### src/core_pkg.sv
/* Core definitions */
package core_pkg;

  localparam int XLEN       = 64;
  localparam int ILEN       = 32;
  localparam int RIDX_W     = 5;
  localparam int IMEM_DEPTH = 64;  // Instruction words.
  localparam int DMEM_DEPTH = 64;  // Doublewords.
  localparam int IMEM_AW    = $clog2(IMEM_DEPTH);
  localparam int DMEM_AW    = $clog2(DMEM_DEPTH);

  localparam logic [XLEN-1:0] RESET_PC = '0;

  // Major opcode field, inst[6:0].
  typedef enum logic [6:0] {
    OPC_OP_IMM = 7'b0010011,
    OPC_OP     = 7'b0110011,
    OPC_LUI    = 7'b0110111,
    OPC_LOAD   = 7'b0000011,
    OPC_STORE  = 7'b0100011,
    OPC_BRANCH = 7'b1100011,
    OPC_JAL    = 7'b1101111,
    OPC_SYSTEM = 7'b1110011
  } opcode_e;

  typedef enum logic [2:0] {
    ALU_ADD,
    ALU_SUB,
    ALU_AND,
    ALU_OR,
    ALU_XOR,
    ALU_SLT,
    ALU_PASS_B
  } alu_op_e;

  typedef enum logic [1:0] {
    MEM_NONE  = 2'd0,  // Idle value on a link.
    MEM_LOAD  = 2'd1,
    MEM_STORE = 2'd2
  } mem_op_e;

  typedef enum logic [1:0] {
    ST_IDLE,
    ST_FETCH,
    ST_WAIT,
    ST_HALT
  } ctrl_state_e;

endpackage

### src/core_if.sv
/* Stage and register file links */
interface stage_if;
  logic                          req;
  logic                          ack;
  logic [core_pkg::XLEN-1:0]     pc;
  logic [core_pkg::ILEN-1:0]     inst;
  logic [core_pkg::RIDX_W-1:0]   rd;
  logic                          rd_wen;
  logic [core_pkg::XLEN-1:0]     rd_wdata;  // Result, or address for memory ops.
  core_pkg::mem_op_e             mem_op;
  logic [core_pkg::XLEN-1:0]     store_data;
  logic [core_pkg::XLEN-1:0]     next_pc;

  modport src (
    output req, pc, inst, rd, rd_wen, rd_wdata, mem_op, store_data, next_pc,
    input  ack
  );

  modport dst (
    input  req, pc, inst, rd, rd_wen, rd_wdata, mem_op, store_data, next_pc,
    output ack
  );
endinterface


### src/core_wb_stage.sv
/* Writeback stage */
module core_wb_stage (
  input  logic  clk,
  input  logic  rst,
  stage_if.dst  i,
  stage_if.src  o
);

  logic                         hs;
  logic [core_pkg::XLEN-1:0]    pc_q;
  logic [core_pkg::ILEN-1:0]    inst_q;
  logic [core_pkg::RIDX_W-1:0]  rd_q;
  logic                         rd_wen_q;
  logic [core_pkg::XLEN-1:0]    wdata_q;
  logic [core_pkg::XLEN-1:0]    next_pc_q;

  assign i.ack = 1'b1;
  assign hs    = i.req & i.ack;

  // Result is held until control takes it.
  always_ff @(posedge clk) begin
    if (rst) begin
      o.req <= 1'b0;
    end else if (hs) begin
      o.req <= 1'b1;
    end else if (o.ack) begin
      o.req <= 1'b0;
    end
  end

  always_ff @(posedge clk) begin
    if (hs) begin
      pc_q      <= i.pc;
      inst_q    <= i.inst;
      rd_q      <= i.rd;
      rd_wen_q  <= i.rd_wen;
      wdata_q   <= i.rd_wdata;
      next_pc_q <= i.next_pc;
    end
  end

  assign o.pc         = o.req ? pc_q : '0;
  assign o.inst       = o.req ? inst_q : '0;
  assign o.rd         = o.req ? rd_q : '0;
  assign o.rd_wen     = o.req ? rd_wen_q : 1'b0;
  assign o.rd_wdata   = o.req ? wdata_q : '0;
  assign o.next_pc    = o.req ? next_pc_q : '0;
  assign o.mem_op     = core_pkg::MEM_NONE;  // Memory access is done.
  assign o.store_data = '0;

endmodule

### src/flat_wrapper.sv
// flat-port wrapper written by rule: the top's interface ports become plain ports
module core_wb_stage_flat 
  (clk, rst, i_req, i_pc, i_inst, i_rd, i_rd_wen, i_rd_wdata, i_mem_op, i_store_data, i_next_pc, i_ack, o_req, o_pc, o_inst, o_rd, o_rd_wen, o_rd_wdata, o_mem_op, o_store_data, o_next_pc, o_ack);
  stage_if i_i ();
  stage_if o_i ();
  input  logic clk;
  input  logic rst;
  input wire logic [$bits(i_i.req)-1:0] i_req;
  input wire logic [$bits(i_i.pc)-1:0] i_pc;
  input wire logic [$bits(i_i.inst)-1:0] i_inst;
  input wire logic [$bits(i_i.rd)-1:0] i_rd;
  input wire logic [$bits(i_i.rd_wen)-1:0] i_rd_wen;
  input wire logic [$bits(i_i.rd_wdata)-1:0] i_rd_wdata;
  input wire logic [$bits(i_i.mem_op)-1:0] i_mem_op;
  input wire logic [$bits(i_i.store_data)-1:0] i_store_data;
  input wire logic [$bits(i_i.next_pc)-1:0] i_next_pc;
  output wire logic [$bits(i_i.ack)-1:0] i_ack;
  output wire logic [$bits(o_i.req)-1:0] o_req;
  output wire logic [$bits(o_i.pc)-1:0] o_pc;
  output wire logic [$bits(o_i.inst)-1:0] o_inst;
  output wire logic [$bits(o_i.rd)-1:0] o_rd;
  output wire logic [$bits(o_i.rd_wen)-1:0] o_rd_wen;
  output wire logic [$bits(o_i.rd_wdata)-1:0] o_rd_wdata;
  output wire logic [$bits(o_i.mem_op)-1:0] o_mem_op;
  output wire logic [$bits(o_i.store_data)-1:0] o_store_data;
  output wire logic [$bits(o_i.next_pc)-1:0] o_next_pc;
  input wire logic [$bits(o_i.ack)-1:0] o_ack;
  assign i_i.req = i_req;
  assign i_i.pc = i_pc;
  assign i_i.inst = i_inst;
  assign i_i.rd = i_rd;
  assign i_i.rd_wen = i_rd_wen;
  assign i_i.rd_wdata = i_rd_wdata;
  assign i_i.mem_op = i_mem_op;
  assign i_i.store_data = i_store_data;
  assign i_i.next_pc = i_next_pc;
  assign i_ack = i_i.ack;
  assign o_req = o_i.req;
  assign o_pc = o_i.pc;
  assign o_inst = o_i.inst;
  assign o_rd = o_i.rd;
  assign o_rd_wen = o_i.rd_wen;
  assign o_rd_wdata = o_i.rd_wdata;
  assign o_mem_op = o_i.mem_op;
  assign o_store_data = o_i.store_data;
  assign o_next_pc = o_i.next_pc;
  assign o_i.ack = o_ack;
  core_wb_stage u_core (.clk(clk), .rst(rst), .i(i_i), .o(o_i));
endmodule
### config.mk
export PLATFORM = sky130hd
export DESIGN_NAME = core_wb_stage_flat
export DESIGN_NICKNAME = d
export VERILOG_FILES = /design/src/core_pkg.sv /design/src/core_if.sv /design/src/core_wb_stage.sv /design/src/flat_wrapper.sv
export SDC_FILE = /design/constraint.sdc
export NUM_CORES = 1
export LEC_CHECK = 0
export ABC_AREA = 1
export BUFFER_PORTS_ARGS = -buffer_cell sky130_fd_sc_hd__buf_2
export CAP_MARGIN = 30
export CORE_AREA = 2 2 232 234
export CTS_CLUSTER_DIAMETER = 60
export DETAILED_ROUTE_END_ITERATION = 7
export DIE_AREA = 0 0 234 236
export PLACE_DENSITY = 0.43
export SETUP_SLACK_MARGIN = 0.15
export SYNTH_ARGS = -nofsm -noshare
export SYNTH_HDL_FRONTEND = slang
export SYNTH_SLANG_ARGS = --single-unit
export TNS_END_PERCENT = 20
### constraint.sdc
create_clock -name clk -period 1.1 [get_ports clk]
set_clock_uncertainty 0.15 [all_clocks]
set_input_delay 0.275 -clock clk [delete_from_list [all_inputs] [get_ports clk]]
set_output_delay 0.275 -clock clk [all_outputs]
set_load 0.1 [all_outputs]
; Word-level counts from Yosys, hierarchy flattened
; Index checks and enable logic that the tools add are counted.
[word_totals]
out_inout_bits = 298
input_bits = 300
regBits = 231
elab_cells = 16
[classes]
n_mux = 8
reduce_logical = 1
[op_table]
columns = cell, n
row1 = 2-to-1 mux 64 bit, 3
row2 = 2-to-1 mux 32 bit, 1
row3 = 2-to-1 mux 5 bit, 1
row4 = 2-to-1 mux 1 bit, 3
row5 = nonzero test 2 bit, 1

; Logic depth before layout (Yosys ltp)
; Gate-level depths: netlist (run 1).
[depth]
ltp_word = 2
mapped_depth = 5
depth_no_buf = 3

; Worst setup path after synthesis (run 1)
; No wires, ideal clock.
[synth_path]
kind = register -> output
start = register u_core.o.req
end = output port o_inst[0]
slack_ps = -1473
arrival_time_ps = 2148
required_ps = 675
path_stages_with_launch = 6
path_buffers = 3
cell_sequence = dfxtp_1 > buf_2 > buf_6 > buf_6 > nand2_1 > inv_1
[synth_between]
elab_chain_len = 1
[synth_lines]
columns = item, line_no
row1 = start: declaration, core_if.sv:15  ; output req, pc, inst, rd, rd_wen, rd_wdata, mem_op, store_data, next_pc,
row2 = start signal: assignment, core_wb_stage.sv:23  ; o.req <= 1'b0;
row3 = start signal: assignment, core_wb_stage.sv:25  ; o.req <= 1'b1;
row4 = start signal: assignment, core_wb_stage.sv:27  ; o.req <= 1'b0;
row5 = 2-to-1 mux 32 bit, core_wb_stage.sv:43  ; assign o.inst = o.req ? inst_q : '0;
row6 = end: declaration, flat_wrapper.sv:20  ; output wire logic [$bits(o_i.inst)-1:0] o_inst;
; Every way passes these cells.

; Worst setup path in the final report (run 1)
[layout_path]
start = register u_core.o.req
end = output port o_next_pc[46]
[layout_between]
elab_chain_len = 1
[layout_lines]
columns = item, line_no
row1 = 2-to-1 mux 64 bit, core_wb_stage.sv:47  ; assign o.next_pc = o.req ? next_pc_q : '0;
row2 = end: declaration, flat_wrapper.sv:26  ; output wire logic [$bits(o_i.next_pc)-1:0] o_next_pc;
; Every way passes these cells.

==> impl_metrics.yaml, run 1 <==
outcome:
  status: "finished with violations"
  violations: "setup timing"
setup_path:
  critPathMaxFanout: 19
  crit_top_cell: "buf_12"
  crit_start: "u_core.o.req"
  critical_path_depth: 5
  cp_top_family: "buffers and inverters"
  slowest_delay_ps: 390
  path_cells: "buf_12, buf_12, nand2_1, clkinvlp_4, buf_12"
  cp.arrival_ps: 1630
  crit_type: "register to primary output"
  required_ps: 670
  worst-r2r-setup-slack_ps: -180
  reg2reg_from: "u_core.o.req"
  endpoint: "o_next_pc[46]"
  cp_slowest_cell: "dfxtp_4"
  reg2reg_depth: 4
  critPathBufInv: 4
  end_kind: "primary output"
  startpoint_type: "register"
  reg2reg_to: "u_core.o.req"
global_routing:
  grt_max_degree: 46
  grt_pass1_vias: 8068
  grt.total_usage: 0.109
  grt_pass1_wl_um: 45400
  antenna_found_initial: 4
  grt_overflow: 0
die:
  die_h_um: 236
  die_w_um: 234
  std_cell_rows: 85
  die-area_sq_um: 55200
  io_pins: 598
  initial_core_util: 0.178
  design.core.area_sq_um: 53100
cts:
  clock_latency_ps: 510
  cts_max_level: 2
  path_clk_slew_ps: 60
  tritoncts: "built"
  cts_sinks: 231
  cts_buffers: 34
  cts_buffer_depth: 3
  root_buffer: "clkbuf_16"
synth:
  syn_area_sq_um: 9440
  yosys_warnings: 0
  ys_seq_elements: 231
  synthAdderAreaFrac: 0
  synth_top_family_by_area: "buffers and inverters"
  synth-simple-area-share: 0.0918
  synth-xor-area-share: 0
  syn_inst: 790
  yosysSeqAreaShare: 0.734
  ys_types: 9
  synth_compound_area_frac: 0.000530
  synth_area_per_cell_sq_um: 12.0
  synth_mux_area_frac: 0
detailed_routing:
  first_pass_iters: 4
  routed_wl_um: 30600
  viasPerCell: 3.40
  route.detailed.drc: 0
  via_count: 7667
  ant_nets: 0
  post_drt_wl_per_cell_um: 13.6
  drtIter0Drc: 220
min_path:
  hold_class: "input pin to register"
power:
  ir_worst_vdd_v: 0.00126
  leakagePower_nw: 8.86
  clkPwrFrac: 0.346
  pwr-share-comb: 0.296
  p_switching_w: 0.0101
  p_per_area_nw_per_um2: 1510
  seqPwrFrac: 0.358
  internal_power_w: 0.0198
  p_sw_frac: 0.337
cells_and_area:
  syn_to_final_growth_pct: 109
  finalInstanceArea_sq_um: 19700
  n_fill_cell: 5104
  fin_util: 0.372
  drive_gt1_frac: 0.474
  nets: 1839
  multi_input_comb_area_sq_um: 1170
  seqCellArea_sq_um: 6930
  final_cells: 2257
job:
  maxCapViolCount: 0
placed_design:
  dp.cells: 1965
  placed_area_sq_um: 16300
  hpwl_um: 22800
  gp_congestion: 0.757
  port_buffers: 464
sta:
  finalCritPeriodShare: 1.87
  drv_slew: 0
  timing.final.crit_period_ps: 2050
  worst_slack_ps: -953
  hold_violations: 0
  rsz0062_at_grt: "true"
  max_freq_ghz: 0.487
  timing.final.setup_violations: 232
==> metrics by stage <==
step	setup WS (ps)	hold slack [ps]	TNS, ps	total power [W]
6_report	-953	64.2	-201040	0.0299
5_1_grt	-1050	52.5	-224110	0.0311
4_1_cts	-1010	46.1	-217170	0.0304
3_5_place_dp	-443	303	-110110	0.0190
3_3_place_gp	-423	301	-107750	0.0190
2_1_floorplan	-917	184	-196570	0.0160
==> repair_timing <==
action | in CTS | in global routing
endpoints found under the setup margin | 232 | 232
endpoints found under the hold margin | 231 | 0
gates resized for setup | 126 | 13
hold buffers | 232 | 0
buffers inserted | 2 | 0
==> worst reg2reg max path, delay by kind of cell (launching register included) <==
family | cells | cell delay, ps
AND/OR/NAND/NOR | 1 | 110
AO/OA/AOI/OAI | 1 | 190
flip-flops | 1 | 390
buffers and inverters | 2 | 360
==> worst min-delay path by stage <==
stage	start	to	slack, ps	depth (start not counted)
4_1_cts	i_req	u_core.pc_q[42]	50	2
6_report	i_req	u_core.pc_q[42]	60	2
3_5_place_dp	i_inst[24]	u_core.inst_q[24]	300	1
5_1_grt	i_req	u_core.pc_q[42]	50	2
2_1_floorplan	rst	u_core.o.req	180	1
3_3_place_gp	i_inst[16]	u_core.inst_q[16]	300	1
==> state kept, by name, summed over array words and instances (netlist names) <==
name	count
u_core.o.req	1
u_core.wdata_q	64
u_core.inst_q	32
u_core.next_pc_q	64
u_core.pc_q	64
u_core.rd_wen_q	1
u_core.rd_q	5
==> per-layer routing <==
metal | GRT usage | up-vias | wire length [um] | share of wire
li1 | - | 3743 | - | -
met1 | 0.112 | 3490 | 10900 | 0.36
met4 | 0.0395 | 6 | 771 | 0.025
met5 | 0 | - | 31 | 0.0010
met3 | 0.0484 | 52 | 3140 | 0.10
met2 | 0.192 | 376 | 15700 | 0.51
==> placed cells by master (no fill, tap or decap) <==
cell type and n:
a21oi_4 1, buf_12 245, buf_2 232, buf_4 26
buf_6 5, buf_8 1, bufinv_16 1, clkbuf_1 5
clkbuf_16 37, clkinv_1 4, clkinv_2 3, clkinv_4 1
clkinvlp_4 47, conb_1 67, dfxtp_4 1, diode_2 1
dlygate4sd3_1 232, edfxtp_1 230, inv_1 66, inv_2 120
inv_6 5, nand2_1 216, nand2_2 15
==> cell type report <==
cell class | instances | share of cell area
antenna | 1 | 0.000127
clock inverter | 15 | 0.00609
sequential | 231 | 0.351
timing repair buffer | 741 | 0.438
tap | 696 | 0.0441
inverter | 232 | 0.0529
multi-input combinational | 299 | 0.0594
clock buffer | 42 | 0.0479
==> power by group through the flow <==
stage	combinational [W]	sequential [W]	clock [W]
after global placement	0.00810	0.0109	0
after detailed placement	0.00813	0.0109	0
after floorplan	0.00521	0.0108	0
after CTS	0.00890	0.0107	0.0108
after global routing	0.00917	0.0108	0.0111
final	0.00884	0.0107	0.0103
==> synth_stat cells <==
library cell	number	area, sq um
a21oi_1	1	5.00
dfxtp_1	1	20.0
edfxtp_1	230	6910
conb_1	2	7.51
nand2_1	231	867
buf_2	5	25.0
inv_1	232	871
buf_4	67	503
buf_6	21	236
==> logic make-up (layout without fill, tap and decap cells) <==
kind of cell / count (synthesis) / in the layout
AO/OA/AOI/OAI: 1 / 1
AND/OR/NAND/NOR: 231 / 231
flip-flops: 231 / 231
other: 2 / 68
buffers and inverters: 325 / 1030
No activity file was read; power rests on OpenSTA's default activity.
==> inputs of run 2 (changes only) <==
- BUFFER_PORTS_ARGS: -buffer_cell sky130_fd_sc_hd__buf_2 -> -buffer_cell sky130_fd_sc_hd__clkbuf_2
- CELL_PAD_IN_SITES_DETAIL_PLACEMENT: not set -> 0
- CELL_PAD_IN_SITES_GLOBAL_PLACEMENT: not set -> 1
- CORE_AREA: 2 2 232 234 -> 2 2 229 231
- DIE_AREA: 0 0 234 236 -> 0 0 231 233
- PLACE_DENSITY: 0.43 -> 0.55
==> run 2 against run 1 <==
The flow still finishes with violations (setup timing). Flip-flop and latch count stayed put. Die area is 2.5% lower. Worst setup slack worse by 42 ps. Critical endpoint is now o_next_pc[60]. Critical path type unchanged. Highest routed layer is now met4. Sequential share of layout area is 0.22 points higher.
==> impl_metrics.yaml, run 2 (same netlist as run 1, synthesis figures left out) <==
power:
  leakagePower_nw: 8.87
  p_sw_frac: 0.344
  clkPwrFrac: 0.318
  p_switching_w: 0.00986
  ir_worst_vdd_v: 0.00145
  seqPwrFrac: 0.373
  pwr-share-comb: 0.310
  internal_power_w: 0.0188
  p_per_area_nw_per_um2: 1460
min_path:
  hold_start: "i_req"
  hold_class: "input pin to register"
  whs_endpoint: "u_core.pc_q[45]"
  whs_path_depth: 2
detailed_routing:
  routed_wl_um: 29900
  ant_nets: 0
  post_drt_wl_per_cell_um: 13.4
  viasPerCell: 3.41
  via_count: 7621
  first_pass_iters: 4
  route.detailed.drc: 0
  drtIter0Drc: 172
die:
  std_cell_rows: 83
  die_w_um: 231
  initial_core_util: 0.185
  design.core.area_sq_um: 51100
  die_h_um: 233
  io_pins: 598
  die-area_sq_um: 53800
sta:
  hold_violations: 0
  timing.final.crit_period_ps: 2090
  worst_slack_ps: -995
  rsz0062_at_grt: "true"
  hold_slack_ps: 75.1
  finalCritPeriodShare: 1.90
  timing.final.setup_violations: 232
  max_freq_ghz: 0.477
  drv_slew: 0
cells_and_area:
  nets: 1831
  layout_commonest_cell: "buf_12"
  n_fill_cell: 4830
  drive_gt1_frac: 0.476
  layout_common_cells: "buf_12, dlygate4sd3_1, clkbuf_2"
  syn_to_final_growth_pct: 108
  fin_util: 0.384
  diodes: 0
  reg.largest.list: "u_core.next_pc_q: 64 flops, u_core.pc_q: 64 flops, u_core.wdata_q: 64 flops"
  final_cells: 2234
setup_path:
  end_kind: "primary output"
  reg2reg_depth: 3
  startpoint_type: "register"
  cp.arrival_ps: 1670
  critPathMaxFanout: 15
  required_ps: 670
  reg2reg_from: "u_core.o.req"
  worst-r2r-setup-slack_ps: -10
  reg2reg_to: "u_core.o.req"
  crit_type: "register to primary output"
outcome:
  status: "finished with violations"
  violations: "setup timing"
cts:
  cts_buffer_depth: 3
  root_buffer: "clkbuf_16"
  tritoncts: "built"
  cts_buffers: 30
  clock_latency_ps: 550
  cts_sinks: 231
  cts_max_level: 1
  path_clk_slew_ps: 60
job:
  maxCapViolCount: 0
global_routing:
  grt_pass1_vias: 8004
  grt_max_degree: 45
  grt_pass1_wl_um: 44200
  grt.total_usage: 0.106
  antenna_found_initial: 1
  grt_overflow: 0
placed_design:
  port_buffers: 464
  dp.cells: 1944
  hpwl_um: 22300
  gp_congestion: 0.753
  pre_cts_slack_ps: -463
==> run 2: cell types whose count changed in the layout (fill, tap and decap cells not counted), sizes merged <==
cell	previous run	this run
diode	1	0
clkbuf	42	272
clkinvlp	47	46
clkinv	8	13
buf	509	271
inv	191	189
==> run 2: power by group through the flow <==
stage                     sequential, W  combinational, W  clock, W
after floorplan                  0.0108           0.00521         0
after global placement           0.0108           0.00808         0
after detailed placement         0.0108           0.00810         0
after CTS                        0.0107           0.00890   0.00942
after global routing             0.0107           0.00920   0.00977
final                            0.0107           0.00887   0.00911
==> run 2: stage by stage <==
step	instance area (sq um)	setup TNS (ps)	total power [W]
floorplan	9880	-196570	0.0160
finish	19600	-213250	0.0287
detailed placement	16200	-117970	0.0189
global route	19600	-236970	0.0297
CTS	19500	-226370	0.0290
global placement	16200	-113250	0.0189
==> run 2: how the worst max path moves through the flow <==
stage	from	endpoint	slack (ps)
after CTS	u_core.o.req	o_rd_wdata[13]	-1060
after detailed placement	u_core.o.req	o_rd_wdata[51]	-460
after floorplan	u_core.o.req	o_rd_wdata[18]	-920
final	u_core.o.req	o_next_pc[60]	-990
after global placement	u_core.o.req	o_rd_wdata[50]	-440
after global routing	u_core.o.req	o_rd_wdata[13]	-1100
==> run 2: cell type report <==
cell class / count / area [sq um] / share of cell area
well taps: 680 / 851 / 0.0434
clock inverters: 17 / 114 / 0.00581
clock buffers: 38 / 802 / 0.0409
inverters: 232 / 1040 / 0.0532
multi-input cells: 299 / 1220 / 0.0621
flip-flops and latches: 231 / 6930 / 0.353
repair buffers: 737 / 8650 / 0.441
==> run 2: metal layers <==
layer | routed length, um | global-route usage | up-vias
met3 | 3140 | 0.0434 | 44
met4 | 695 | 0.0339 | 0
met1 | 10700 | 0.112 | 3487
met5 | 0 | 0 | -
met2 | 15400 | 0.192 | 361
li1 | - | - | 3729
==> run 2: critical path, stage by stage (launching register included) <==
cell	delay [ps]
dfxtp_4	400
buf_12	180
clkbuf_16	190
nand2_2	80
clkinvlp_4	90
buf_12	160
==> run 2: what timing repair did <==
item | 4_1_cts | 5_1_grt
gates resized for setup | 131 | 23
gates cloned | 0 | 2
hold buffers | 232 | 0
buffers inserted | 1 | 0
pin swaps | 0 | 0
setup endpoints to repair | 232 | 232
hold endpoints to repair | 231 | 0
