**src/program.hex**
```
// One 32-bit instruction word per line, from address 0 upward.
// Columns: instruction word, then the assembly it encodes.
00500093 // 0x00 addi x1, x0, 5
ffd00113 // 0x04 addi x2, x0, -3
002081b3 // 0x08 add  x3, x1, x2
40208233 // 0x0c sub  x4, x1, x2
0020f2b3 // 0x10 and  x5, x1, x2
0020e333 // 0x14 or   x6, x1, x2
0020c3b3 // 0x18 xor  x7, x1, x2
00112433 // 0x1c slt  x8, x2, x1
800004b7 // 0x20 lui  x9, 0x80000
00708013 // 0x24 addi x0, x1, 7
00903823 // 0x28 sd   x9, 16(x0)
01003503 // 0x2c ld   x10, 16(x0)
01803583 // 0x30 ld   x11, 24(x0)
00208463 // 0x34 beq  x1, x2, +8
00000463 // 0x38 beq  x0, x0, +8
00100613 // 0x3c addi x12, x0, 1
008006ef // 0x40 jal  x13, +8
00200613 // 0x44 addi x12, x0, 2
00000733 // 0x48 add  x14, x0, x0
00100073 // 0x4c ebreak

```
**src/core_pkg.sv**
```systemverilog
/* Core definitions */
package core_pkg;

  localparam int XLEN       = 64;
  localparam int ILEN       = 32;
  localparam int RIDX_W     = 5;
  localparam int IMEM_DEPTH = 64;  // Instruction words.
  localparam int DMEM_DEPTH = 64;  // Doublewords.
  localparam int IMEM_AW    = $clog2(IMEM_DEPTH);
  localparam int DMEM_AW    = $clog2(DMEM_DEPTH);

  localparam logic [XLEN-1:0] RESET_PC = '0;

  // Major opcode field, inst[6:0].
  typedef enum logic [6:0] {
    OPC_OP_IMM = 7'b0010011,
    OPC_OP     = 7'b0110011,
    OPC_LUI    = 7'b0110111,
    OPC_LOAD   = 7'b0000011,
    OPC_STORE  = 7'b0100011,
    OPC_BRANCH = 7'b1100011,
    OPC_JAL    = 7'b1101111,
    OPC_SYSTEM = 7'b1110011
  } opcode_e;

  typedef enum logic [2:0] {
    ALU_ADD,
    ALU_SUB,
    ALU_AND,
    ALU_OR,
    ALU_XOR,
    ALU_SLT,
    ALU_PASS_B
  } alu_op_e;

  typedef enum logic [1:0] {
    MEM_NONE  = 2'd0,  // Idle value on a link.
    MEM_LOAD  = 2'd1,
    MEM_STORE = 2'd2
  } mem_op_e;

  typedef enum logic [1:0] {
    ST_IDLE,
    ST_FETCH,
    ST_WAIT,
    ST_HALT
  } ctrl_state_e;

endpackage

```
**src/core_if.sv**
```systemverilog
/* Stage and register file links */
interface stage_if;
  logic                          req;
  logic                          ack;
  logic [core_pkg::XLEN-1:0]     pc;
  logic [core_pkg::ILEN-1:0]     inst;
  logic [core_pkg::RIDX_W-1:0]   rd;
  logic                          rd_wen;
  logic [core_pkg::XLEN-1:0]     rd_wdata;  // Result, or address for memory ops.
  core_pkg::mem_op_e             mem_op;
  logic [core_pkg::XLEN-1:0]     store_data;
  logic [core_pkg::XLEN-1:0]     next_pc;

  modport src (
    output req, pc, inst, rd, rd_wen, rd_wdata, mem_op, store_data, next_pc,
    input  ack
  );

  modport dst (
    input  req, pc, inst, rd, rd_wen, rd_wdata, mem_op, store_data, next_pc,
    output ack
  );
endinterface


```
**src/core_fetch.sv**
```systemverilog
/* Fetch stage */
module core_fetch (
  input  logic                       clk,
  input  logic                       rst,
  input  logic                       i_start,
  input  logic [core_pkg::XLEN-1:0]  i_pc,
  stage_if.src                       o
);

  logic [core_pkg::ILEN-1:0] imem [core_pkg::IMEM_DEPTH];
  logic [core_pkg::XLEN-1:0] pc_q;
  logic [core_pkg::ILEN-1:0] inst_q;

  initial $readmemh("/design/src/program.hex", imem);

  always_ff @(posedge clk) begin
    if (rst) begin
      o.req <= 1'b0;
    end else if (i_start) begin
      o.req <= 1'b1;
    end else if (o.ack) begin
      o.req <= 1'b0;
    end
  end

  always_ff @(posedge clk) begin
    if (i_start) begin
      pc_q   <= i_pc;
      inst_q <= imem[i_pc[core_pkg::IMEM_AW+1:2]];  // Word index.
    end
  end

  assign o.pc   = o.req ? pc_q : '0;
  assign o.inst = o.req ? inst_q : '0;

  // Nothing decoded yet at this point.
  assign o.rd         = '0;
  assign o.rd_wen     = 1'b0;
  assign o.rd_wdata   = '0;
  assign o.mem_op     = core_pkg::MEM_NONE;
  assign o.store_data = '0;
  assign o.next_pc    = '0;

endmodule

```
**src/flat_wrapper.sv**
```systemverilog
// flat-port wrapper written by rule: the top's interface ports become plain ports
module core_fetch_flat 
  (clk, rst, i_start, i_pc, o_req, o_pc, o_inst, o_rd, o_rd_wen, o_rd_wdata, o_mem_op, o_store_data, o_next_pc, o_ack);
  stage_if o_i ();
  input  logic clk;
  input  logic rst;
  input  logic i_start;
  input  logic [core_pkg::XLEN-1:0] i_pc;
  output wire logic [$bits(o_i.req)-1:0] o_req;
  output wire logic [$bits(o_i.pc)-1:0] o_pc;
  output wire logic [$bits(o_i.inst)-1:0] o_inst;
  output wire logic [$bits(o_i.rd)-1:0] o_rd;
  output wire logic [$bits(o_i.rd_wen)-1:0] o_rd_wen;
  output wire logic [$bits(o_i.rd_wdata)-1:0] o_rd_wdata;
  output wire logic [$bits(o_i.mem_op)-1:0] o_mem_op;
  output wire logic [$bits(o_i.store_data)-1:0] o_store_data;
  output wire logic [$bits(o_i.next_pc)-1:0] o_next_pc;
  input wire logic [$bits(o_i.ack)-1:0] o_ack;
  assign o_req = o_i.req;
  assign o_pc = o_i.pc;
  assign o_inst = o_i.inst;
  assign o_rd = o_i.rd;
  assign o_rd_wen = o_i.rd_wen;
  assign o_rd_wdata = o_i.rd_wdata;
  assign o_mem_op = o_i.mem_op;
  assign o_store_data = o_i.store_data;
  assign o_next_pc = o_i.next_pc;
  assign o_i.ack = o_ack;
  core_fetch u_core (.clk(clk), .rst(rst), .i_start(i_start), .i_pc(i_pc), .o(o_i));
endmodule
```
**config.mk**
```make
export PLATFORM = sky130hd
export DESIGN_NAME = core_fetch_flat
export DESIGN_NICKNAME = d
export VERILOG_FILES = /design/src/core_pkg.sv /design/src/core_if.sv /design/src/core_fetch.sv /design/src/flat_wrapper.sv
export SDC_FILE = /design/constraint.sdc
export NUM_CORES = 1
export LEC_CHECK = 0
export ABC_AREA = 1
export BUFFER_PORTS_ARGS = -buffer_cell sky130_fd_sc_hd__buf_2
export CORE_AREA = 5 5 138 140
export CTS_CLUSTER_DIAMETER = 120
export DETAILED_ROUTE_END_ITERATION = 16
export DIE_AREA = 0 0 143 145
export GPL_TIMING_DRIVEN = 0
export MAX_ROUTING_LAYER = met4
export PLACE_DENSITY = 0.61
export SLEW_MARGIN = 30
export SYNTH_ARGS = -nofsm -noshare
export SYNTH_HDL_FRONTEND = slang
export SYNTH_SLANG_ARGS = --single-unit
export TNS_END_PERCENT = 50
```
**constraint.sdc**
```tcl
create_clock -name clk -period 0.8 [get_ports clk]
set_input_delay 0.12 -clock clk [delete_from_list [all_inputs] [get_ports clk]]
set_output_delay 0.12 -clock clk [all_outputs]
set_load 0.03 [all_outputs]
```
## Yosys cells after proc, flatten, opt, wreduce, memory -nomap -nowiden

Index checks and enable logic that the tools add are counted.
W data, S select, Z words.

- Register bits after elaboration: 97
- Latch bits: 0
- Bits in writable memories: 0
- ROM bits: 0
- Bits of input ports: 68
- Word-level logic and storage cells: 8
- Memories: 0

- $add $sub $neg: 0
- $mul: 0
- Divide/modulo/power cells: 0
- Order comparisons: 0
- Eq/ne operators: 0
- Shifts and indexed selects: 0
- Mux-type cells: 4
- Bitwise operators: 0
- Reduce and logical (&&, ||, !) cells: 1

Operators by type and width:

| cell | count |
|---|---|
| $mux W64 | 1 |
| $mux W32 | 1 |
| $mux W1 | 2 |
| $reduce_bool A2 Y1 | 1 |

## Logic depth before layout (Yosys ltp)

Gate-level depths: netlist of run 1.

- Depth in word-level cells: 2
- Gate-level depth with buffers: 4
- Depth with buffers taken out: 3

## Worst setup path before layout of run 1

Ideal clock, no wire load.

- Path kind: flip-flop to output port
- From: reg u_core.o.req
- To: out o_pc[10]
- Arrival time: 1.101 ns
- Data required time: 0.680 ns
- Setup slack: -0.421 ns
- Cell stages (with the launch flop): 5
- Path buffers: 2
- Cell sequence: dfxtp_1 buf_4 buf_6 nand2_1 inv_1

- Word-level cells in the longest chain between the ends: 1

Ends and longest elaborated chain:

| element | RTL line | RTL |
|---|---|---|
| from (decl) | core_if.sv:15 | `output req, pc, inst, rd, rd_wen, rd_wdata, mem_op, store_data, next_pc,` |
| from (signal assigned) | core_fetch.sv:18 | `o.req <= 1'b0;` |
| from (signal assigned) | core_fetch.sv:20 | `o.req <= 1'b1;` |
| from (signal assigned) | core_fetch.sv:22 | `o.req <= 1'b0;` |
| $mux W64 | core_fetch.sv:33 | `assign o.pc = o.req ? pc_q : '0;` |
| to (decl) | flat_wrapper.sv:10 | `output wire logic [$bits(o_i.pc)-1:0] o_pc;` |

No other way between the ends.

## Final worst setup path of run 1

- From: reg u_core.o.req
- To: out o_pc[29]

Same word-level chain as after synthesis.

==> results.toml, run 1 <==
[place]
portBuffers = 132
globalplace.congestion = 0.793
pre_cts_slack_ns = -0.363
dp_cells = 1029
dpl.hpwl_um = 8520
place_area_sq_um = 6080

[sta]
period_needed_ns = 1.35
finalHoldViolCount = 0
finalCritPeriodShare_pct = 169
tns_ns = -32.94
rsz0062_at_grt = "yes"
finalSetupViolations = 66
max_slew_margin_pct = 61.4
worst_slack_ns = -0.549
slew_violations = 0
fin_skew_ns = 0
timing.fmax_mhz = 742
hold_slack_ns = 0.0509
worst_pin_slew_ns = 0.579

[global_route]
grt_pass1_wl_um = 16600
gr-total-overflow = 0
antenna_found_initial = 0
grt.total_usage_pct = 10.4
grt_max_degree = 66
grt_pass1_vias = 3134

[critical_path]
crit_chain = "buf_12, buf_8, nand2_1, inv_2, buf_6"
r2r_slack_ns = -0.04
required_ns = 0.68
r2r-end = "u_core.o.req"
r2r_cells = 4
critPathArrivalTime_ns = 1.23
worst_setup_path_end_kind = "primary output"
slowest_delay_ns = 0.35
critPathMaxFanout = 10
critPathKind = "reg2out"
r2r-start = "u_core.o.req"
worst_setup_path_start_kind = "flop"
cp_slowest_cell = "dfxtp_4"

[routing]
dr_total_vias = 3363
drt_iter0_drc = 90
drt-vias-per-instance = 3.02
drt-pass1-iter-count = 4
routed_wirelength_um = 12100
wire_per_inst_um = 10.9
drc_errors = 0
antenna_left = 0

[layout]
instances_no_fill = 1114
final_cell_mix = "buf_4 (237), conb_1 (232), buf_6 (67)"
finalInstanceArea_sq_um = 7590
insertedDiodeCount = 0
final_common_cell = "buf_4"
post-route-util_pct = 42.8
drive_gt1_share_pct = 52.0
areaGrowthSynthToFinish_pct = 78.4
final_nets = 948

[status]
status = "finished with violations"
violations = "setup timing"

[floorplan]
die_w_um = 143
row_count = 49
die_area_sq_um = 20700
initial_core_util_pct = 24.0
die_h_um = 145
io_pins = 365
core_sq_um = 17700

[cts]
cts_tree = "yes"
numCtsBuffers = 9
cts_sinks = 65
root_buffer = "clkbuf_16"
htreeDepth = 3
cts_buffer_depth = 2
cts.reportedPaths.clkPinSlew_ns = 0.05
clk_latency_ns = 0.32

[power]
power_density_nw_per_um2 = 1640
p_leak_nw = 4.40
vdd_drop_max_uv = 1640
power_mw = 12.4

[worst_hold_path]
hp-class = "in2reg"
holdPathEnd = "u_core.o.req"
hp-start = "o_ack"
holdPathStages = 4

[synthesis]
ys_types = 9
syn_area_sq_um = 4250
ys_seq_elements = 65
yosys_warnings = 0
ys_seq_area_share_pct = 45.7
syn_avg_cell_area_sq_um = 9.73
postSynthCellCount = 437

[job]
maxCapViolCount = 0
[what timing repair did]
action                                  4_1_cts  5_1_grt
endpoints found under the setup margin      129       66
cloned                                        2        0
hold buffers                                 65        0
buffers inserted                              2        0
resized for setup                           133       26
hold endpoints to repair                     65        0
[worst max-delay path, delay by kind of cell (launching register included)]
| family | cells | cell delay, ns |
|---|---|---|
| buf+inv | 4 | 0.45 |
| simple gates | 1 | 0.10 |
| flops | 1 | 0.35 |
[where the power goes]
group	internal, mW	switching [mW]	total [mW]	leakage (nW)
sequential	4.05	0.102	4.15	0.635
clock	2.72	1.48	4.21	0.155
combinational	1.58	2.51	4.09	3.61
total	8.35	4.10	12.4	4.40
[registers in the layout (all words and copies together), names as in the netlist]
name          count
u_core.o.req      1
u_core.pc_q      64
[layout make-up]
class	instances	area (sq um)
plain buffers	239	1850
clock buffers	9	225
clock inverters	7	95.1
fillers	1653	10100
inverters	66	248
multi-input cells	298	1170
flip-flops and latches	65	1950
well taps	229	287
repair buffers	201	1770
[cell families after synthesis]
kind of cell | synth area share, %
other | 0.0882
DFF | 45.7
and+or+nand+nor | 5.74
AOI/OAI and AO/OA | 0.118
buffers and inverters | 48.4
[worst max-delay path by stage]
stage,cells past startpoint,from,end,slack (ns)
6_report,5,u_core.o.req,o_pc[29],-0.55
5_1_grt,5,u_core.o.req,o_pc[29],-0.61
4_1_cts,5,u_core.o.req,o_pc[43],-0.57
3_5_place_dp,1,i_start,u_core.pc_q[2],-0.36
3_3_place_gp,1,i_start,u_core.pc_q[2],-0.81
2_1_floorplan,4,u_core.o.req,o_pc[10],-0.16
[synthesized netlist by cell type]
cell type	count	area, sq um
nand2_1	65	244
buf_2	1	5.00
inv_1	66	248
buf_4	233	1750
dfxtp_1	1	20.0
a21oi_1	1	5.00
buf_6	5	56.3
edfxtp_1	64	1920
conb_1	1	3.75
[per-layer routing]
| metal | routed length (um) | track usage [%] |
|---|---|---|
| met1 | 3700 | 9.45 |
| met2 | 6510 | 19.3 |
| met3 | 1700 | 3.98 |
| met4 | 242 | 3.99 |
| met5 | 0 | - |
Power figures use the tool's default switching activity.
==> run 2: changes to the inputs <==
- ABC_AREA: 1 -> 0
- CORE_AREA: 5 5 138 140 -> 5 5 137 139
- DIE_AREA: 0 0 143 145 -> 0 0 142 144
==> run 2 against run 1 <==
Effect of this change: the run still ends with setup timing left; combinational power about the same; area after synthesis down 1.8%; power down 3.0%; utilization up 0.50 points; register-to-register slack worse by 0.09 ns; non-clock buffer count up 2; sequential share of layout area about the same; hold slack better by 0.017 ns; largest power group is now registers.
==> results.toml, run 2 <==
[sta]
tns_ns = -35.64
finalSetupViolations = 66
worst_pin_slew_ns = 0.580
finalHoldViolCount = 0
max_slew_margin_pct = 61.4
hold_slack_ns = 0.0678
period_needed_ns = 1.41
slew_violations = 0
fin_skew_ns = 0
rsz0062_at_grt = "yes"
timing.fmax_mhz = 710
finalCritPeriodShare_pct = 176
worst_slack_ns = -0.608

[cts]
numCtsBuffers = 9
root_buffer = "clkbuf_16"
cts.reportedPaths.clkPinSlew_ns = 0.05
htreeDepth = 3
cts_tree = "yes"
cts_buffer_depth = 2
clk_latency_ns = 0.32
cts_sinks = 65

[place]
dpl.hpwl_um = 8270
globalplace.congestion = 0.734
pre_cts_slack_ns = -0.370
dp_cells = 964
portBuffers = 132
place_area_sq_um = 6130

[layout]
final_common_cell = "buf_4"
top_register = "u_core.pc_q"
multi_input_area_sq_um = 1420
top_regs = "u_core.pc_q x64, u_core.o.req x1"
largest_register_ffs = 64
areaGrowthSynthToFinish_pct = 81.9
instances_no_fill = 1051
final_nets = 885
insertedDiodeCount = 0
seq_area_sq_um = 1950
final_cell_mix = "buf_4 (243), conb_1 (232), buf_2 (67)"
drive_gt1_share_pct = 55.2
finalInstanceArea_sq_um = 7590
post-route-util_pct = 43.3
n_fill_cell = 1623

[routing]
antenna_left = 0
dr_total_vias = 3084
drc_errors = 0
drt-vias-per-instance = 2.93
wire_per_inst_um = 10.3
drt_iter0_drc = 80
drt-pass1-iter-count = 6
routed_wirelength_um = 10800

[synthesis]
synth_ff_type = "edfxtp_1"
synthTopCellsByCount = "buf_4 (232), and2_1 (64), edfxtp_1 (64), buf_6 (6)"
ys_top_cells_by_area = "edfxtp_1 (46%), buf_4 (42%), and2_1 (9.6%), buf_6 (1.6%), dfxtp_1 (0.48%)"
ys_seq_area_share_pct = 46.5
yosys_warnings = 0
synth_top_area_share_pct = 46.0
ys_seq_elements = 65
yosysTopAreaCell = "edfxtp_1"
syn_area_sq_um = 4180
synthArstFlopShare_pct = 0
postSynthCellCount = 372
synth-edff-count = 64
syn_avg_cell_area_sq_um = 11.2
ys_types = 10
yosysMostFrequentCell = "buf_4"

[floorplan]
initial_core_util_pct = 23.8
die_h_um = 144
die_area_sq_um = 20400
core_sq_um = 17500
io_pins = 365
die_w_um = 142
row_count = 49

[critical_path]
worst_setup_path_end_kind = "primary output"
worst_setup_path_start_kind = "flop"
slowest_delay_ns = 0.36
critPathMaxFanout = 4
r2r-end = "u_core.o.req"
r2r_slack_ns = -0.13
r2r-start = "u_core.o.req"
cp_slowest_cell = "dfxtp_4"
crit_chain = "buf_6, buf_16, buf_6, and2_4, buf_6"
required_ns = 0.68
r2r_cells = 5
crit_top_cell = "buf_6"
critPathArrivalTime_ns = 1.29
critPathKind = "reg2out"

[worst_hold_path]
holdPathEnd = "u_core.o.req"
hp-class = "in2reg"
hp-start = "o_ack"
holdPathStages = 3

[power]
comb_power_share_pct = 34.1
power.internal_mw = 8.16
p_clk_share_pct = 31.8
power_density_nw_per_um2 = 1590
p_leak_nw = 4.11
p_sw_share_pct = 32.4
seqPwrFrac_pct = 34.2
vdd_drop_max_uv = 1620
p_sw_mw = 3.91
power_mw = 12.1

[global_route]
gr-total-overflow = 0
grt.total_usage_pct = 9.79
grt_pass1_vias = 2870
grt_max_degree = 66
grt_pass1_wl_um = 15200
antenna_found_initial = 0

[status]
violations = "setup timing"
status = "finished with violations"

[job]
maxCapViolCount = 0
-- run 2: cell count changes in the layout (fill, tap and decap cells not counted), moves of 2 or more --
| cell | previous run | this run |
|---|---|---|
| nand2_4 | 2 | 0 |
| inv_2 | 51 | 0 |
| buf_16 | 1 | 3 |
| and2_2 | 0 | 10 |
| nand2_1 | 49 | 0 |
| nand2_2 | 14 | 0 |
| buf_6 | 67 | 58 |
| and2_1 | 0 | 3 |
| buf_4 | 237 | 243 |
| buf_8 | 2 | 5 |
| inv_1 | 15 | 1 |
| and2_4 | 0 | 51 |
-- run 2: cells by family after synthesis --
group                  Yosys count  synth area share (%)
buffers and inverters          240                  43.5
DFF                             65                  46.5
other                            1                0.0898
AOI/OAI and AO/OA                1                 0.120
and+or+nand+nor                 65                  9.74
-- run 2: worst max-delay path, delay by kind of cell, from the launching register on --
kind                   cells  cell delay (ns)
buffers and inverters      4             0.48
flip-flops                 1             0.36
AND/OR/NAND/NOR            1             0.13
-- run 2: worst max path at each step --
stage,from,endpoint,cells past startpoint
after floorplan,u_core.o.req,o_pc[10],3
final,u_core.o.req,o_pc[61],5
after CTS,u_core.o.req,o_pc[61],5
after global placement,i_start,u_core.pc_q[16],1
after global routing,u_core.o.req,o_pc[61],5
after detailed placement,i_start,u_core.pc_q[19],1
-- run 2: timing repair --
action | in CTS | in global routing
hold buffers | 65 | 0
hold endpoints to repair | 65 | 0
setup endpoints to repair | 107 | 66
resized for setup | 132 | 2
pin swaps | 1 | 0
setup buffers | 2 | 1
gates cloned | 3 | 0
-- run 2: routing by layer --
| metal | vias to the layer above | wire, um | GRT usage [%] |
|---|---|---|---|
| met4 | 0 | 213 | 4.14 |
| met3 | 21 | 1740 | 5.13 |
| met5 | - | 0 | - |
| met1 | 1242 | 2980 | 8.48 |
| met2 | 210 | 5920 | 17.7 |
| li1 | 1611 | - | - |
-- run 2: cell type report --
type | count | share of cell area (%)
repair buffers | 203 | 23.7
multi-input cells | 298 | 18.7
flip-flops and latches | 65 | 25.6
clock buffers | 9 | 2.97
inverters | 1 | 0.0494
clock inverters | 7 | 0.923
plain buffers | 239 | 24.3
well taps | 229 | 3.77
-- run 2: power groups by stage --
stage               Clock [mW]  Sequential (mW)  Combinational (mW)
finish                    3.84             4.12                4.11
detailed placement           0             4.19                3.43
floorplan                    0             4.17                2.98
global route              4.11             4.14                4.34
CTS                       3.95             4.12                4.01
global placement             0             4.18                3.42
==> run 3: changes to the inputs <==
- CORE_AREA: 5 5 137 139 -> 2 2 142 144
- DIE_AREA: 0 0 142 144 -> 0 0 144 146
- PLACE_DENSITY: 0.61 -> 0.56
- RECOVER_POWER: not set -> 25
==> run 3 against run 2 <==
Effect of this change: the run still ends with setup timing left; register-to-register slack better by 0.06 ns; largest cell class unchanged; global-route usage is 0.42 points lower; sequential share of layout area is 0.10 points higher; sequential power hardly changed; critical endpoint is now o_pc[21]; final cell count is 2.9% higher; die area is 2.8% higher; highest routed layer unchanged; clock power is 4% lower; non-clock buffer count is 3 lower; power is 1.7% lower.
==> results.toml, run 3 (same netlist as run 2, synthesis figures left out) <==
[sta]
fin_skew_ns = 0
tns_ns = -37.49
rsz0062_at_grt = "yes"
timing.fmax_mhz = 723
hold_slack_ns = 0.0561
slew_violations = 0
finalHoldViolCount = 0
finalSetupViolations = 115
worst_slack_ns = -0.582
period_needed_ns = 1.38
finalCritPeriodShare_pct = 173

[critical_path]
required_ns = 0.68
critPathArrivalTime_ns = 1.26
worst_setup_path_end_kind = "primary output"
path_delay_family = "buffers and inverters"
worst_setup_path_start_kind = "flop"
crit_top_cell = "buf_8"
path_buf_inv = 3
crit_chain = "buf_8, buf_8, and2_4, buf_6"
cp_slowest_cell = "dfxtp_4"
critPathMaxFanout = 10
slowest_delay_ns = 0.39
critPathKind = "reg2out"

[global_route]
grt.total_usage_pct = 9.37
grt_max_degree = 51
gr-total-overflow = 0
busiest_layer = "met2"
use_met3_pct = 3.55
grt_pass1_vias = 2802
met1_usage_pct = 8.43
grt_pass1_wl_um = 14500
use_met2_pct = 17.7
antenna_found_initial = 0

[cts]
htreeDepth = 3
root_buffer = "clkbuf_16"
cts_buffer_depth = 2
cts_sinks = 65
numCtsBuffers = 9
cts_tree = "yes"
clk_latency_ns = 0.32
cts.reportedPaths.clkPinSlew_ns = 0.05

[floorplan]
core_sq_um = 19300
die_w_um = 144
io_pins = 365
row_count = 51
die_h_um = 146
die_area_sq_um = 21000
initial_core_util_pct = 21.6

[layout]
post-route-util_pct = 39.1
final_common_cell = "buf_4"
n_fill_cell = 1912
final_nets = 882
instances_no_fill = 1082
drive_gt1_share_pct = 55.2
insertedDiodeCount = 0
areaGrowthSynthToFinish_pct = 81.2
top_regs = "u_core.pc_q x64, u_core.o.req x1"
final_cell_mix = "buf_4 (242), conb_1 (232), buf_2 (68)"
finalInstanceArea_sq_um = 7560
largest_register_ffs = 64
top_register = "u_core.pc_q"

[job]
maxCapViolCount = 0

[place]
dpl.hpwl_um = 7940
place_area_sq_um = 6210
dp_cells = 1001
globalplace.congestion = 0.714
portBuffers = 132

[status]
status = "finished with violations"
violations = "setup timing"

[power]
p_leak_nw = 4.07
power_density_nw_per_um2 = 1570
vdd_drop_max_uv = 1540

[routing]
drt-vias-per-instance = 2.82
routed_wirelength_um = 10400
drt-pass1-iter-count = 4
dr_total_vias = 3048
antenna_left = 0
drt_iter0_drc = 71
wire_per_inst_um = 9.60
drc_errors = 0

[worst_hold_path]
hp-class = "in2reg"
[run 3: cell count changes in the layout (fill, tap and decap cells not counted), sizes merged]
| cell | delta |
|---|---|
| buf | -5 |
| clkbuf | +3 |
| clkinv | -3 |
| clkinvlp | +1 |
| inv | -1 |
[run 3: path summary, 6_finish.rpt]
path,cells after the start,slack [ns],start,endpoint
setup / recovery,4,-0.58,u_core.o.req,o_pc[21]
hold / removal,3,0.06,o_ack,u_core.o.req
hold reg to reg,4,0.79,u_core.o.req,u_core.o.req
setup reg to reg,4,-0.07,u_core.o.req,u_core.o.req
[run 3: final cells by class]
cell class,count,area (sq um),area share [%]
clock buffers,10,229,3.03
repair buffers,200,1740,23.0
inverters,1,3.75,0.0496
well taps,265,332,4.38
clock inverters,4,46.3,0.612
multi-input cells,298,1430,18.9
plain buffers,239,1840,24.3
flip-flops and latches,65,1950,25.7
[run 3: timing repair]
item	in CTS	in global routing
buffers inserted	1	0
endpoints found under the setup margin	65	66
pin swaps	1	0
resized for setup	106	24
gates cloned	0	1
hold buffers	64	1
hold endpoints to repair	64	1
[run 3: metrics by stage]
step / setup WS (ns) / total power, mW
2_1_floorplan: -0.160 / 7.15
3_3_place_gp: -0.836 / 7.61
3_5_place_dp: -0.344 / 7.64
4_1_cts: -0.617 / 11.8
5_1_grt: -0.638 / 12.4
6_report: -0.582 / 11.9
[run 3: worst min-delay path, delay by kind of cell]
kind | cells | cell delay (ns)
compound gates | 1 | 0.06
buf+inv | 1 | 0.07
simple gates | 1 | 0.09
[run 3: power breakdown]
| group | internal [mW] | switching [mW] |
|---|---|---|
| clock network | 2.36 | 1.32 |
| registers | 4.04 | 0.0849 |
| logic | 1.68 | 2.38 |
| total | 8.08 | 3.78 |
[run 3: metal layers]
metal	part of all wire (%)	wire, um
met1	32	3290
met2	54	5660
met3	12	1290
met4	1.5	152
met5	0	0
